`src/rtl/level_pkg.sv`:
```
// level_pkg: tile grid, level layout, coin cells and colours of the platformer world
package level_pkg;

	// ------------------------------------------------------------
	// world geometry
	// ------------------------------------------------------------
	localparam int TILE_SHIFT = 5;
	localparam int MAP_COLS = 60;
	localparam int MAP_ROWS = 15;
	localparam int FLOOR_ROW = 11;

	typedef logic [9:0] coord_t;

	typedef struct packed {
		coord_t x;
		coord_t y;
	} tile_probe_t;

	typedef enum logic [1:0] {
		TILE_SKY,
		TILE_FLOOR,
		TILE_BLOCK,
		TILE_COIN
	} tile_kind_e;

	// mask with columns lo..hi set
	function automatic logic [MAP_COLS-1:0] col_span(input int lo, input int hi);
		logic [MAP_COLS-1:0] mask;
		mask = '0;
		for (int c = lo; c <= hi; c++) begin
			mask[c] = 1'b1;
		end
		return mask;
	endfunction

	// ------------------------------------------------------------
	// level layout, one row per entry, bit c set for a block at column c
	// ------------------------------------------------------------
	localparam logic [0:MAP_ROWS-1][MAP_COLS-1:0] BLOCK_MAP = {
		{6{{MAP_COLS{1'b0}}}},
		col_span(32, 34),
		col_span(28, 28) | col_span(37, 37) | col_span(56, 56),
		col_span(19, 20) | col_span(27, 28) | col_span(37, 37) | col_span(56, 56),
		col_span(15, 16) | col_span(26, 28) | col_span(47, 52),
		col_span(14, 17) | col_span(25, 28) | col_span(46, 53),
		{4{{MAP_COLS{1'b0}}}}
	};

	// coins sit on the ground row so walking reaches them
	localparam int NUM_COINS = 3;
	localparam int SCORE_W = $clog2(NUM_COINS + 1);

	typedef struct packed {
		logic [3:0] row;
		logic [5:0] col;
	} cell_t;

	localparam cell_t [NUM_COINS-1:0] COIN_CELLS = {
		cell_t'{row: 4'd10, col: 6'd10},
		cell_t'{row: 4'd10, col: 6'd5},
		cell_t'{row: 4'd10, col: 6'd3}
	};

	// ------------------------------------------------------------
	// colours and pixel stream
	// ------------------------------------------------------------
	typedef struct packed {
		logic [7:0] red;
		logic [7:0] green;
		logic [7:0] blue;
	} rgb_t;

	localparam rgb_t COLOR_SKY = 24'h6185F8;
	localparam rgb_t COLOR_BLOCK = 24'h833D00;
	localparam rgb_t COLOR_FLOOR = 24'hA55C39;
	localparam rgb_t COLOR_COIN = 24'hFFC107;
	localparam rgb_t COLOR_PLAYER = 24'hF83800;
	localparam rgb_t COLOR_BLANK = 24'h000000;

	typedef struct packed {
		coord_t draw_x;
		coord_t draw_y;
		logic display_en;
	} pixel_t;

endpackage

```
`src/rtl/player_pkg.sv`:
```
// player_pkg: player box, motion limits, scroll bounds, key codes and player state
package player_pkg;

	// box size in pixels, position is the bottom-right corner
	localparam int PLAYER_W = 26;
	localparam int PLAYER_H = 32;

	localparam int START_X = 228;
	localparam int START_Y = 33;

	// ------------------------------------------------------------
	// motion limits, pixels per frame
	// ------------------------------------------------------------
	localparam int TERMINAL_FALL = 6;
	localparam int WALK_STEP = 4;

	// camera follows when the player leaves this screen band
	localparam int SCROLL_MAX_X = 384;
	localparam int SCROLL_MIN_X = 190;
	localparam int SCREEN_W = 640;
	localparam int CAM_MAX = (level_pkg::MAP_COLS << level_pkg::TILE_SHIFT) - SCREEN_W;

	// keyboard usage codes, anything else means no key
	typedef enum logic [7:0] {
		KEY_NONE = 8'h00,
		KEY_LEFT = 8'h04,
		KEY_RIGHT = 8'h07
	} key_e;

	typedef struct packed {
		level_pkg::coord_t world_x;
		level_pkg::coord_t y;
		level_pkg::coord_t cam_x;
	} player_t;

endpackage

```
`src/rtl/coin_bank.sv`:
```
// coin_bank: remaining coin flags, clears coins the player touches and counts the score
`timescale 1ns/1ns

module coin_bank (
	input  logic                            Clk,
	input  logic                            Reset,
	input  player_pkg::player_t             player,
	output logic [level_pkg::NUM_COINS-1:0] coins_left,
	output logic [level_pkg::SCORE_W-1:0]   score
);

	logic [5:0] col_l;
	logic [5:0] col_r;
	logic [5:0] row_t;
	logic [5:0] row_b;
	logic [level_pkg::NUM_COINS-1:0] hit;

	// tiles under the four corners of the player box
	assign col_r = 6'(player.world_x >> level_pkg::TILE_SHIFT);
	assign col_l = 6'((player.world_x - 10'(player_pkg::PLAYER_W - 1)) >> level_pkg::TILE_SHIFT);
	assign row_b = 6'(player.y >> level_pkg::TILE_SHIFT);
	assign row_t = 6'((player.y - 10'(player_pkg::PLAYER_H - 1)) >> level_pkg::TILE_SHIFT);

	always_comb begin
		for (int i = 0; i < level_pkg::NUM_COINS; i++) begin
			hit[i] = (row_t == 6'(level_pkg::COIN_CELLS[i].row) ||
					row_b == 6'(level_pkg::COIN_CELLS[i].row)) &&
				(col_l == level_pkg::COIN_CELLS[i].col ||
					col_r == level_pkg::COIN_CELLS[i].col);
		end
	end

	always_ff @(posedge Clk or posedge Reset) begin
		if (Reset) begin
			coins_left <= '1;
		end else begin
			coins_left <= coins_left & ~hit;
		end
	end

	// one point per collected coin
	always_comb begin
		score = '0;
		for (int i = 0; i < level_pkg::NUM_COINS; i++) begin
			if (!coins_left[i]) begin
				score = score + 1'b1;
			end
		end
	end

	// a collected coin stays gone until the next reset
	property coin_stays_cleared;
		@(posedge Clk) disable iff (Reset)
		(coins_left & ~$past(coins_left)) == '0;
	endproperty
	assert property (coin_stays_cleared);

endmodule

```
`src/rtl/level_map.sv`:
```
// level_map: tile kind at three world coordinates with live coins overlaid on the layout
`timescale 1ns/1ns

module level_map (
	input  level_pkg::tile_probe_t          probe_a,
	input  level_pkg::tile_probe_t          probe_b,
	input  level_pkg::tile_probe_t          pix_world,
	input  logic [level_pkg::NUM_COINS-1:0] coins_left,
	output level_pkg::tile_kind_e           probe_a_kind,
	output level_pkg::tile_kind_e           probe_b_kind,
	output level_pkg::tile_kind_e           pix_kind
);

	function automatic level_pkg::tile_kind_e kind_at(
		input level_pkg::tile_probe_t p,
		input logic [level_pkg::NUM_COINS-1:0] live
	);
		logic [5:0] col;
		logic [5:0] row;
		level_pkg::tile_kind_e kind;
		col = 6'(p.x >> level_pkg::TILE_SHIFT);
		row = 6'(p.y >> level_pkg::TILE_SHIFT);
		kind = level_pkg::TILE_SKY;
		// floor rows, and anything below the map
		if (row >= 6'(level_pkg::FLOOR_ROW)) begin
			kind = level_pkg::TILE_FLOOR;
		end else if (col >= 6'(level_pkg::MAP_COLS)) begin
			// off the right end acts as a wall
			kind = level_pkg::TILE_BLOCK;
		end else if (level_pkg::BLOCK_MAP[row[3:0]][col]) begin
			kind = level_pkg::TILE_BLOCK;
		end else begin
			for (int i = 0; i < level_pkg::NUM_COINS; i++) begin
				if (live[i] && row[3:0] == level_pkg::COIN_CELLS[i].row &&
						col == level_pkg::COIN_CELLS[i].col) begin
					kind = level_pkg::TILE_COIN;
				end
			end
		end
		return kind;
	endfunction

	// player probes
	assign probe_a_kind = kind_at(probe_a, coins_left);
	assign probe_b_kind = kind_at(probe_b, coins_left);

	// renderer lookup
	assign pix_kind = kind_at(pix_world, coins_left);

endmodule

```
`src/rtl/platformer_top.sv`:
```
// platformer_top: side-scroller core with map, coins, player motion and renderer
`timescale 1ns/1ns

module platformer_top (
	input  logic                          Clk,
	input  logic                          Reset,
	input  logic                          frame_tick,
	input  logic [7:0]                    keycode,
	input  level_pkg::pixel_t             pixel,
	output level_pkg::rgb_t               rgb,
	output player_pkg::player_t           player,
	output logic [level_pkg::SCORE_W-1:0] score
);

	level_pkg::tile_probe_t probe_a;
	level_pkg::tile_probe_t probe_b;
	level_pkg::tile_probe_t pix_world;
	level_pkg::tile_kind_e probe_a_kind;
	level_pkg::tile_kind_e probe_b_kind;
	level_pkg::tile_kind_e pix_kind;
	logic [level_pkg::NUM_COINS-1:0] coins_left;

	// shared tile lookup for motion and drawing
	level_map level_map_i (
		.probe_a(probe_a),
		.probe_b(probe_b),
		.pix_world(pix_world),
		.coins_left(coins_left),
		.probe_a_kind(probe_a_kind),
		.probe_b_kind(probe_b_kind),
		.pix_kind(pix_kind)
	);

	coin_bank coin_bank_i (
		.Clk(Clk),
		.Reset(Reset),
		.player(player),
		.coins_left(coins_left),
		.score(score)
	);

	player_motion player_motion_i (
		.Clk(Clk),
		.Reset(Reset),
		.frame_tick(frame_tick),
		.keycode(keycode),
		.probe_a(probe_a),
		.probe_b(probe_b),
		.probe_a_kind(probe_a_kind),
		.probe_b_kind(probe_b_kind),
		.player(player)
	);

	scanline_renderer scanline_renderer_i (
		.Clk(Clk),
		.Reset(Reset),
		.pixel(pixel),
		.player(player),
		.pix_world(pix_world),
		.pix_kind(pix_kind),
		.rgb(rgb)
	);

endmodule

```
`src/rtl/player_motion.sv`:
```
// player_motion: per-frame sequencer for gravity, walking, collision and camera scroll
`timescale 1ns/1ns

module player_motion (
	input  logic                   Clk,
	input  logic                   Reset,
	input  logic                   frame_tick,
	input  logic [7:0]             keycode,
	output level_pkg::tile_probe_t probe_a,
	output level_pkg::tile_probe_t probe_b,
	input  level_pkg::tile_kind_e  probe_a_kind,
	input  level_pkg::tile_kind_e  probe_b_kind,
	output player_pkg::player_t    player
);

	typedef enum logic [1:0] {
		IDLE,
		FALL_PROBE,
		SIDE_PROBE,
		COMMIT
	} state_e;

	// signed, wide enough for camera range and negative edges
	typedef logic signed [11:0] wide_t;

	state_e state;
	logic [2:0] fall;
	logic [2:0] fall_try;
	player_pkg::key_e key;
	logic probe_hit;
	level_pkg::coord_t y_try;
	level_pkg::coord_t y_snap;
	level_pkg::coord_t y_new;
	level_pkg::coord_t right_lead;
	level_pkg::coord_t left_edge;
	level_pkg::coord_t side_x;
	level_pkg::coord_t x_try;
	level_pkg::coord_t x_snap;
	level_pkg::coord_t x_new;
	wide_t left_lead;
	wide_t screen_new;
	wide_t cam_try;

	always_comb begin
		if (keycode == player_pkg::KEY_LEFT) begin
			key = player_pkg::KEY_LEFT;
		end else if (keycode == player_pkg::KEY_RIGHT) begin
			key = player_pkg::KEY_RIGHT;
		end else begin
			key = player_pkg::KEY_NONE;
		end
	end

	assign probe_hit = (probe_a_kind inside {level_pkg::TILE_FLOOR, level_pkg::TILE_BLOCK}) ||
		(probe_b_kind inside {level_pkg::TILE_FLOOR, level_pkg::TILE_BLOCK});

	// ------------------------------------------------------------
	// fall step, capped speed and snap onto the tile row below
	// ------------------------------------------------------------
	assign fall_try = (fall >= 3'(player_pkg::TERMINAL_FALL)) ?
		3'(player_pkg::TERMINAL_FALL) : fall + 3'd1;
	assign y_try = player.y + {7'd0, fall_try};
	assign y_snap = ((y_try >> level_pkg::TILE_SHIFT) << level_pkg::TILE_SHIFT) - 10'd1;

	// ------------------------------------------------------------
	// walk step, leading edge and snap flush against a wall
	// ------------------------------------------------------------
	assign right_lead = player.world_x + 10'(player_pkg::WALK_STEP);
	assign left_lead = wide_t'({2'b00, player.world_x}) -
		wide_t'(player_pkg::PLAYER_W - 1 + player_pkg::WALK_STEP);
	// left edge never goes past world x 0
	assign left_edge = (left_lead < 0) ? '0 : level_pkg::coord_t'(left_lead);
	assign side_x = (key == player_pkg::KEY_RIGHT) ? right_lead : left_edge;

	always_comb begin
		x_try = player.world_x;
		x_snap = player.world_x;
		if (key == player_pkg::KEY_RIGHT) begin
			x_try = right_lead;
			x_snap = ((right_lead >> level_pkg::TILE_SHIFT) << level_pkg::TILE_SHIFT) - 10'd1;
		end else if (key == player_pkg::KEY_LEFT) begin
			x_try = left_edge + 10'(player_pkg::PLAYER_W - 1);
			x_snap = (((left_edge >> level_pkg::TILE_SHIFT) + 10'd1) << level_pkg::TILE_SHIFT) +
				10'(player_pkg::PLAYER_W - 1);
		end
	end

	// bottom corners while falling, leading edge top and bottom while walking
	always_comb begin
		probe_a = '{x: player.world_x - 10'(player_pkg::PLAYER_W - 1), y: y_try};
		probe_b = '{x: player.world_x, y: y_try};
		if (state == SIDE_PROBE) begin
			probe_a = '{x: side_x, y: y_new - 10'(player_pkg::PLAYER_H - 1)};
			probe_b = '{x: side_x, y: y_new};
		end
	end

	// camera soaks up motion past the scroll band
	always_comb begin
		screen_new = wide_t'({2'b00, x_new}) - wide_t'({2'b00, player.cam_x});
		cam_try = wide_t'({2'b00, player.cam_x});
		if (screen_new > wide_t'(player_pkg::SCROLL_MAX_X)) begin
			cam_try = cam_try + (screen_new - wide_t'(player_pkg::SCROLL_MAX_X));
		end else if (screen_new - wide_t'(player_pkg::PLAYER_W - 1) <
				wide_t'(player_pkg::SCROLL_MIN_X)) begin
			cam_try = cam_try - (wide_t'(player_pkg::SCROLL_MIN_X) -
				(screen_new - wide_t'(player_pkg::PLAYER_W - 1)));
		end
		if (cam_try < 0) begin
			cam_try = '0;
		end else if (cam_try > wide_t'(player_pkg::CAM_MAX)) begin
			cam_try = wide_t'(player_pkg::CAM_MAX);
		end
	end

	// ------------------------------------------------------------
	// sequencer
	// ------------------------------------------------------------
	always_ff @(posedge Clk or posedge Reset) begin
		if (Reset) begin
			state <= IDLE;
			fall <= '0;
			player.world_x <= 10'(player_pkg::START_X);
			player.y <= 10'(player_pkg::START_Y);
			player.cam_x <= '0;
		end else begin
			case (state)
				IDLE: begin
					if (frame_tick) begin
						state <= FALL_PROBE;
					end
				end
				FALL_PROBE: begin
					fall <= probe_hit ? 3'd0 : fall_try;
					state <= SIDE_PROBE;
				end
				SIDE_PROBE: begin
					state <= COMMIT;
				end
				default: begin
					player.world_x <= x_new;
					player.y <= y_new;
					player.cam_x <= level_pkg::coord_t'(cam_try);
					state <= IDLE;
				end
			endcase
		end
	end

	// staged position for the commit
	always_ff @(posedge Clk) begin
		if (state == FALL_PROBE) begin
			y_new <= probe_hit ? y_snap : y_try;
		end
		if (state == SIDE_PROBE) begin
			x_new <= probe_hit ? x_snap : x_try;
		end
	end

	// speed climbs at most one step per frame and never passes terminal
	property fall_speed_bounded;
		@(posedge Clk) disable iff (Reset)
		(fall <= 3'(player_pkg::TERMINAL_FALL)) &&
			(fall == 3'd0 || {1'b0, fall} <= {1'b0, $past(fall)} + 4'd1);
	endproperty
	assert property (fall_speed_bounded);

	// left side of the box stays inside the world
	property left_edge_on_world;
		@(posedge Clk) disable iff (Reset)
		player.world_x >= 10'(player_pkg::PLAYER_W - 1);
	endproperty
	assert property (left_edge_on_world);

endmodule

```
`src/rtl/scanline_renderer.sv`:
```
// scanline_renderer: registered colour per screen pixel from player box and tile kind
`timescale 1ns/1ns

module scanline_renderer (
	input  logic                   Clk,
	input  logic                   Reset,
	input  level_pkg::pixel_t      pixel,
	input  player_pkg::player_t    player,
	output level_pkg::tile_probe_t pix_world,
	input  level_pkg::tile_kind_e  pix_kind,
	output level_pkg::rgb_t        rgb
);

	level_pkg::coord_t screen_right;
	logic in_box_x;
	logic in_box_y;
	level_pkg::rgb_t tile_color;

	// camera offset applies to x only
	assign pix_world = '{x: pixel.draw_x + player.cam_x, y: pixel.draw_y};

	// player box on screen, compared without going below zero
	assign screen_right = player.world_x - player.cam_x;
	assign in_box_x = (pixel.draw_x <= screen_right) &&
		({1'b0, pixel.draw_x} + 11'(player_pkg::PLAYER_W - 1) >= {1'b0, screen_right});
	assign in_box_y = (pixel.draw_y <= player.y) &&
		({1'b0, pixel.draw_y} + 11'(player_pkg::PLAYER_H - 1) >= {1'b0, player.y});

	always_comb begin
		case (pix_kind)
			level_pkg::TILE_FLOOR: tile_color = level_pkg::COLOR_FLOOR;
			level_pkg::TILE_BLOCK: tile_color = level_pkg::COLOR_BLOCK;
			level_pkg::TILE_COIN: tile_color = level_pkg::COLOR_COIN;
			default: tile_color = level_pkg::COLOR_SKY;
		endcase
	end

	// ------------------------------------------------------------
	// output register, blanking first, then player, then tile
	// ------------------------------------------------------------
	always_ff @(posedge Clk or posedge Reset) begin
		if (Reset) begin
			rgb <= level_pkg::COLOR_BLANK;
		end else if (!pixel.display_en) begin
			rgb <= level_pkg::COLOR_BLANK;
		end else if (in_box_x && in_box_y) begin
			rgb <= level_pkg::COLOR_PLAYER;
		end else begin
			rgb <= tile_color;
		end
	end

endmodule

```
`config.mk`:
```
export PLATFORM = sky130hd
export DESIGN_NAME = platformer_top
export DESIGN_NICKNAME = d
export VERILOG_FILES = /design/src/rtl/level_pkg.sv /design/src/rtl/player_pkg.sv /design/src/rtl/coin_bank.sv /design/src/rtl/level_map.sv /design/src/rtl/platformer_top.sv /design/src/rtl/player_motion.sv /design/src/rtl/scanline_renderer.sv
export SDC_FILE = /design/constraint.sdc
export NUM_CORES = 1
export LEC_CHECK = 0
export BUFFER_PORTS_ARGS = -buffer_cell sky130_fd_sc_hd__buf_2
export CAP_MARGIN = 25
export CORE_UTILIZATION = 30
export DETAILED_ROUTE_END_ITERATION = 6
export PLACE_DENSITY_LB_ADDON = 0.1
export SLEW_MARGIN = 20
export SYNTH_ARGS = -nofsm -noshare
export SYNTH_HDL_FRONTEND = slang
export SYNTH_HIERARCHICAL = 1
export SYNTH_SLANG_ARGS = --single-unit
```
`constraint.sdc`:
```
create_clock -name Clk -period 6 [get_ports Clk]
set_clock_uncertainty 0.2 [all_clocks]
set_input_delay 0.6 -clock Clk [delete_from_list [all_inputs] [get_ports Clk]]
set_output_delay 0.6 -clock Clk [all_outputs]
set_load 0.02 [all_outputs]
```
==> results of run 1 <==
## metal layers
metal	vias up	GRT usage (%)
li1	4371	-
met1	4079	25.58
met2	167	26.31
met3	13	2.204
met4	0	3.033
met5	-	0
## cells in the final DEF, fill, tap and decap left out, types with 7 or more instances in the layout
cell / n
a21o_1: 19
a21oi_1: 63
a221o_1: 7
a22oi_1: 10
a31oi_1: 10
and2_1: 13
and3_1: 13
buf_2: 86
buf_4: 23
clkbuf_16: 9
dfrtp_1: 44
dfstp_2: 9
edfxtp_1: 20
ha_1: 142
inv_1: 108
mux2_2: 15
mux2i_1: 11
nand2_1: 91
nand2b_1: 24
nand3_1: 33
nand4_1: 17
nor2_1: 54
nor2b_1: 18
nor3_1: 26
nor3b_1: 8
o211ai_1: 13
o21a_1: 12
o21ai_0: 64
o22ai_1: 7
or3_1: 13
xnor2_1: 56
xor2_1: 46
## through the flow
stage	hold slack, ns	area [µm²]	setup slack (ns)	util, %
5_1_grt	0.1484	11090	0.03764	34.17
2_1_floorplan	0.2591	9859	0.9101	-
6_report	0.1373	11090	0.4785	34.17
4_1_cts	0.1310	11080	0.2226	34.13
3_5_place_dp	0.3087	10750	0.2555	33.13
3_3_place_gp	0.3102	10750	0.4533	33.13
## layout make-up
cell class / count / area, µm²
sequential: 73 / 1938
tap: 442 / 553.0
clock inverter: 7 / 100.1
timing repair buffer: 109 / 603.1
inverter: 111 / 416.7
fill: 3424 / 21370
clock buffer: 9 / 225.2
multi-input combinational: 943 / 7252
## sequential cells by signal, summed over array words and instances, names as in the netlist
register,flops
player_motion_i/fall,3
scanline_renderer_i/rgb,15
player_motion_i/x_new,10
player_motion_i/player,30
coin_bank_i/coins_left,3
player_motion_i/y_new,10
player_motion_i/state,2
## worst min-delay path by stage
stage | end | slack, ns | cells after the start
2_1_floorplan | player_motion_i/player[23] | 0.26 | 2
3_3_place_gp | player_motion_i/player[23] | 0.31 | 2
3_5_place_dp | player_motion_i/player[22] | 0.31 | 2
4_1_cts | coin_bank_i/coins_left[0] | 0.13 | 2
5_1_grt | coin_bank_i/coins_left[2] | 0.15 | 2
6_report | coin_bank_i/coins_left[2] | 0.14 | 2
==> reports/metrics.cfg, run 1 <==
[die]
placement_rows=66
core_area_um2=32450
io_pins=88
die_w_um=183.3
start_util_pct=30.38
die_area_um2=33590
die_h_um=183.3

[worst_setup_path]
crit_path_top_delay_cell=dfrtp_1
cp_top_family=compound AO/OA/AOI/OAI gates
cp.required_ns=5.90
path_cells=inv_1, ha_1, nor2b_1, and2_1, nor2_1, xnor2_1, o311ai_0, o21a_1, and2b_1, a21oi_1, or3b_1, a211o_1, a31oi_1, xor2_1, nor2_1, a221oi_1, xnor2_1, nor3_1, a221o_1
critPathMaxFanout=8
worstSetupPathDepth=19
crit_type=reg -> reg
slowest_delay_ns=0.54
r2r_setup_slack_ns=0.48
critPathLaunchType=flip-flop
timing.critical_path.buf_inv=1
reg2reg_from=player_motion_i/player[20]
cp-startpoint=player_motion_i/player[20]
setup.worst_path.end_class=flip-flop
cp.arrival_ns=5.42
reg2reg_to=player_motion_i/x_new[8]
crit_end=player_motion_i/x_new[8]
reg2regPathDepth=19

[clock_network]
hold_buffers=0
postCtsSetupBuffers=0
clk_pin_slew_ns=0.07
cts_max_level=3
cts_tree=built
clk_latency_ns=0.35
cts_root_buf=clkbuf_16
cts-resized-gates=0
clockBufferDepth=2
cts_buffers=9
clock_sinks=73

[cells_and_area]
finalNonFillerCells=1694
area_growth_pct=12.46
nets=1427
drive_gt1_share_pct=16.05
n_antenna_cell=0

[routing]
drc=2
wl_met1_mm=14.66
drt.antenna.violating_nets=0
drt-initial-drc-count=485
wire_per_inst_um=16.75
wl_met2_mm=12.33
first_pass_iters=7
avgViaCountPerCell=5.094
routed_wl_mm=28.37
wl_met3_mm=1.104
routed.top_layer=met4
vias=8630

[global_routing]
track_usage_pct=17.15
grt_start_max_net_pins=36
grt_first_pass_wirelength_mm=45.38
antenna_found_initial=0
first_global_vias=8228
grt_overflow=0

[sta]
hold_viol_final=0
finalCritPeriodShare_pct=92.02
fin_tns_setup_ns=0
finalSetupViolations=0
period_minus_slack_ns=5.521
max_slew_margin_pct=44.13
worst_pin_slew_ns=0.8294
timing.fmax_mhz=181.1
slew_violations=0
rsz0062_at_grt=no

[place]
placed_cells=1678
port_buffers=86
hpwl_mm=22.94
globalplace.congestion=0.8461

[synthesis]
yosys_warnings=6
avgSynthCellArea_um2=8.377
syn-instance-count=1177
netlist_area_um2=9859
synth_nets=1357

[job]
max_cap_viol_count=0

[hold_path]
hp-class=in -> async

[run_status]
violations=design-rule violations
status=complete, but fails checks

Power of run 1 is left out: the tool's default activity adds up to more than one toggle a clock period on the data nets, which glitch-free logic cannot reach.
==> run 2: changes to the inputs <==
--- a/config.mk
+++ b/config.mk
@@ -7,9 +7,10 @@
 export LEC_CHECK = 0
 export BUFFER_PORTS_ARGS = -buffer_cell sky130_fd_sc_hd__buf_2
 export CAP_MARGIN = 25
+export CORE_ASPECT_RATIO = 1.2
 export CORE_UTILIZATION = 30
 export DETAILED_ROUTE_END_ITERATION = 6
-export PLACE_DENSITY_LB_ADDON = 0.1
+export PLACE_DENSITY = 0.45
 export SLEW_MARGIN = 20
 export SYNTH_ARGS = -nofsm -noshare
 export SYNTH_HDL_FRONTEND = slang
==> constraint.sdc (replaced) <==
create_clock -name Clk -period 6 [get_ports Clk]
set_clock_uncertainty 0.2 [all_clocks]
set_input_delay 0.9 -clock Clk [delete_from_list [all_inputs] [get_ports Clk]]
set_output_delay 0.9 -clock Clk [all_outputs]
set_load 0.02 [all_outputs]
==> reports/metrics.cfg, run 2 (same netlist as run 1, synthesis figures left out) <==
[run_status]
status=finished clean

[sta]
period_minus_slack_ns=5.496  ; -0.02575 ns
max_slew_margin_pct=42.68  ; -1.4 points
fin_tns_setup_ns=0  ; unchanged
slew_violations=0  ; unchanged
whs_ns=0.3260  ; +0.1887 ns
worst_pin_slew_ns=0.8537  ; +0.02433 ns
timing.fmax_mhz=182.0  ; +0.47%
rsz0062_at_grt=no
hold_viol_final=0  ; unchanged
finalSetupViolations=0  ; unchanged
finalCritPeriodShare_pct=91.60  ; -0.43 points

[hold_path]
hp-class=reg -> reg
holdPathStages=2
hold_end=player_motion_i/player[23]
worstHoldStart=player_motion_i/x_new[3]

[clock_network]
clock_sinks=73  ; unchanged
clockBufferDepth=2  ; unchanged
clk_latency_ns=0.35  ; about the same
cts_root_buf=clkbuf_16
cts_tree=built
cts_buffers=9  ; unchanged
cts_max_level=3  ; unchanged
hold_buffers=0  ; unchanged
clk_pin_slew_ns=0.06  ; about the same

[worst_setup_path]
crit_type=reg -> reg
setup.worst_path.end_class=flip-flop
r2r_setup_slack_ns=0.50  ; +0.03 ns
reg2regPathDepth=23  ; +4
reg2reg_from=player_motion_i/player[20]
critPathMaxFanout=7  ; -1
cp.required_ns=5.90  ; about the same
critPathLaunchType=flip-flop
reg2reg_to=player_motion_i/x_new[8]
cp.arrival_ns=5.39  ; -0.03 ns

[place]
globalplace.congestion=0.9051  ; +7.0%
hpwl_mm=22.95  ; about the same
port_buffers=86  ; unchanged
place_area_um2=10730  ; -0.20%

[global_routing]
grt_overflow=0  ; unchanged
use_met2_pct=28.50  ; +2.2 points
grt_start_max_net_pins=37  ; +2.8%
antenna_found_initial=0  ; unchanged
track_usage_pct=17.30  ; +0.15 points
grt_use_met3_pct=2.208  ; +0.0041 points
grt_first_pass_wirelength_mm=46.55  ; +2.6%
busiest_layer=met2
first_global_vias=8781  ; +6.7%
gr-usage-met1_pct=23.07  ; -2.5 points

[cells_and_area]
regMostFlops=player_motion_i/player
finish.utilization_pct=34.39  ; +0.23 points
design_area_um2=11090  ; about the same
largest_reg_flops=30  ; unchanged
reg_top3=player_motion_i/player: 30 flops, scanline_renderer_i/rgb: 15 flops
nets=1430  ; +0.21%
layout_common_cells=ha_1, inv_1, nand2_1
area_growth_pct=12.50  ; about the same
n_antenna_cell=0  ; unchanged
drive_gt1_share_pct=16.25  ; +0.20 points
final_common_cell=ha_1

[routing]
drc=0  ; -2
vias=8726  ; +1.1%
first_pass_iters=5  ; -2
drt-initial-drc-count=502  ; +3.5%
drt.antenna.violating_nets=0  ; unchanged
routed_wl_mm=28.56  ; +0.66%
avgViaCountPerCell=5.250  ; +3.1%
wire_per_inst_um=17.18  ; +2.6%

[die]
io_pins=88  ; unchanged
core_area_um2=32250  ; -0.62%
die_h_um=200.6  ; +9.4%
die_w_um=167.5  ; -8.6%
start_util_pct=30.57  ; +0.19 points
placement_rows=72  ; +9.1%
die_area_um2=33600  ; about the same

[job]
max_cap_viol_count=0  ; unchanged

-- run 2: what timing repair did --
action	in CTS	in global routing
setup buffers	0	0
gates resized for setup	0	3
endpoints found under the setup margin	0	6
-- run 2: how the worst max path moves through the flow --
stage,endpoint,startpoint
floorplan,player_motion_i/x_new[5],keycode[3]
global placement,player_motion_i/x_new[8],keycode[3]
detailed placement,player_motion_i/x_new[8],keycode[3]
CTS,player_motion_i/x_new[8],player_motion_i/fall[0]
global route,player_motion_i/x_new[8],keycode[3]
finish,player_motion_i/x_new[8],player_motion_i/player[20]
-- run 2: metal layers --
layer	share of wire (%)	up-vias
met5	0	-
met4	2.9	0
met2	46	179
met3	3.2	45
met1	48	4138
li1	-	4364
-- run 2: worst max-delay path, stage by stage, from the launching register on --
cell,delay [ns]
dfrtp_1,0.37
inv_1,0.11
ha_1,0.28
nor2b_1,0.10
buf_4,0.16
nand2_1,0.08
nand2_1,0.10
nor3_1,0.62
nor2_1,0.30
nand2_1,0.13
o21ai_0,0.08
nand2_1,0.09
o21ai_0,0.26
nand2b_1,0.28
a2111oi_0,0.38
a311o_1,0.17
nand4_1,0.09
a31oi_1,0.29
xor2_2,0.24
nor2_1,0.11
a221oi_1,0.30
xnor2_1,0.15
nor3_1,0.06
a221o_1,0.28
-- run 2: cell type report --
class | instances | area, µm²
Sequential cell | 73 | 1938
Multi-Input combinational cell | 943 | 7252
Tap cell | 407 | 509.2
Fill cell | 3422 | 21160
Inverter | 111 | 416.7
Clock inverter | 7 | 125.1
Clock buffer | 9 | 225.2
Timing Repair Buffer | 112 | 625.6
-- run 2: through the flow --
| stage | cells | setup WS (ns) |
|---|---|---|
| floorplan | 1177 | 0.7562 |
| global placement | 1646 | 0.1974 |
| detailed placement | 1646 | 0.1157 |
| CTS | 1662 | 0.2629 |
| global route | 1662 | 0.02914 |
| finish | 1662 | 0.5043 |
Power of run 2 is left out for the same reason.
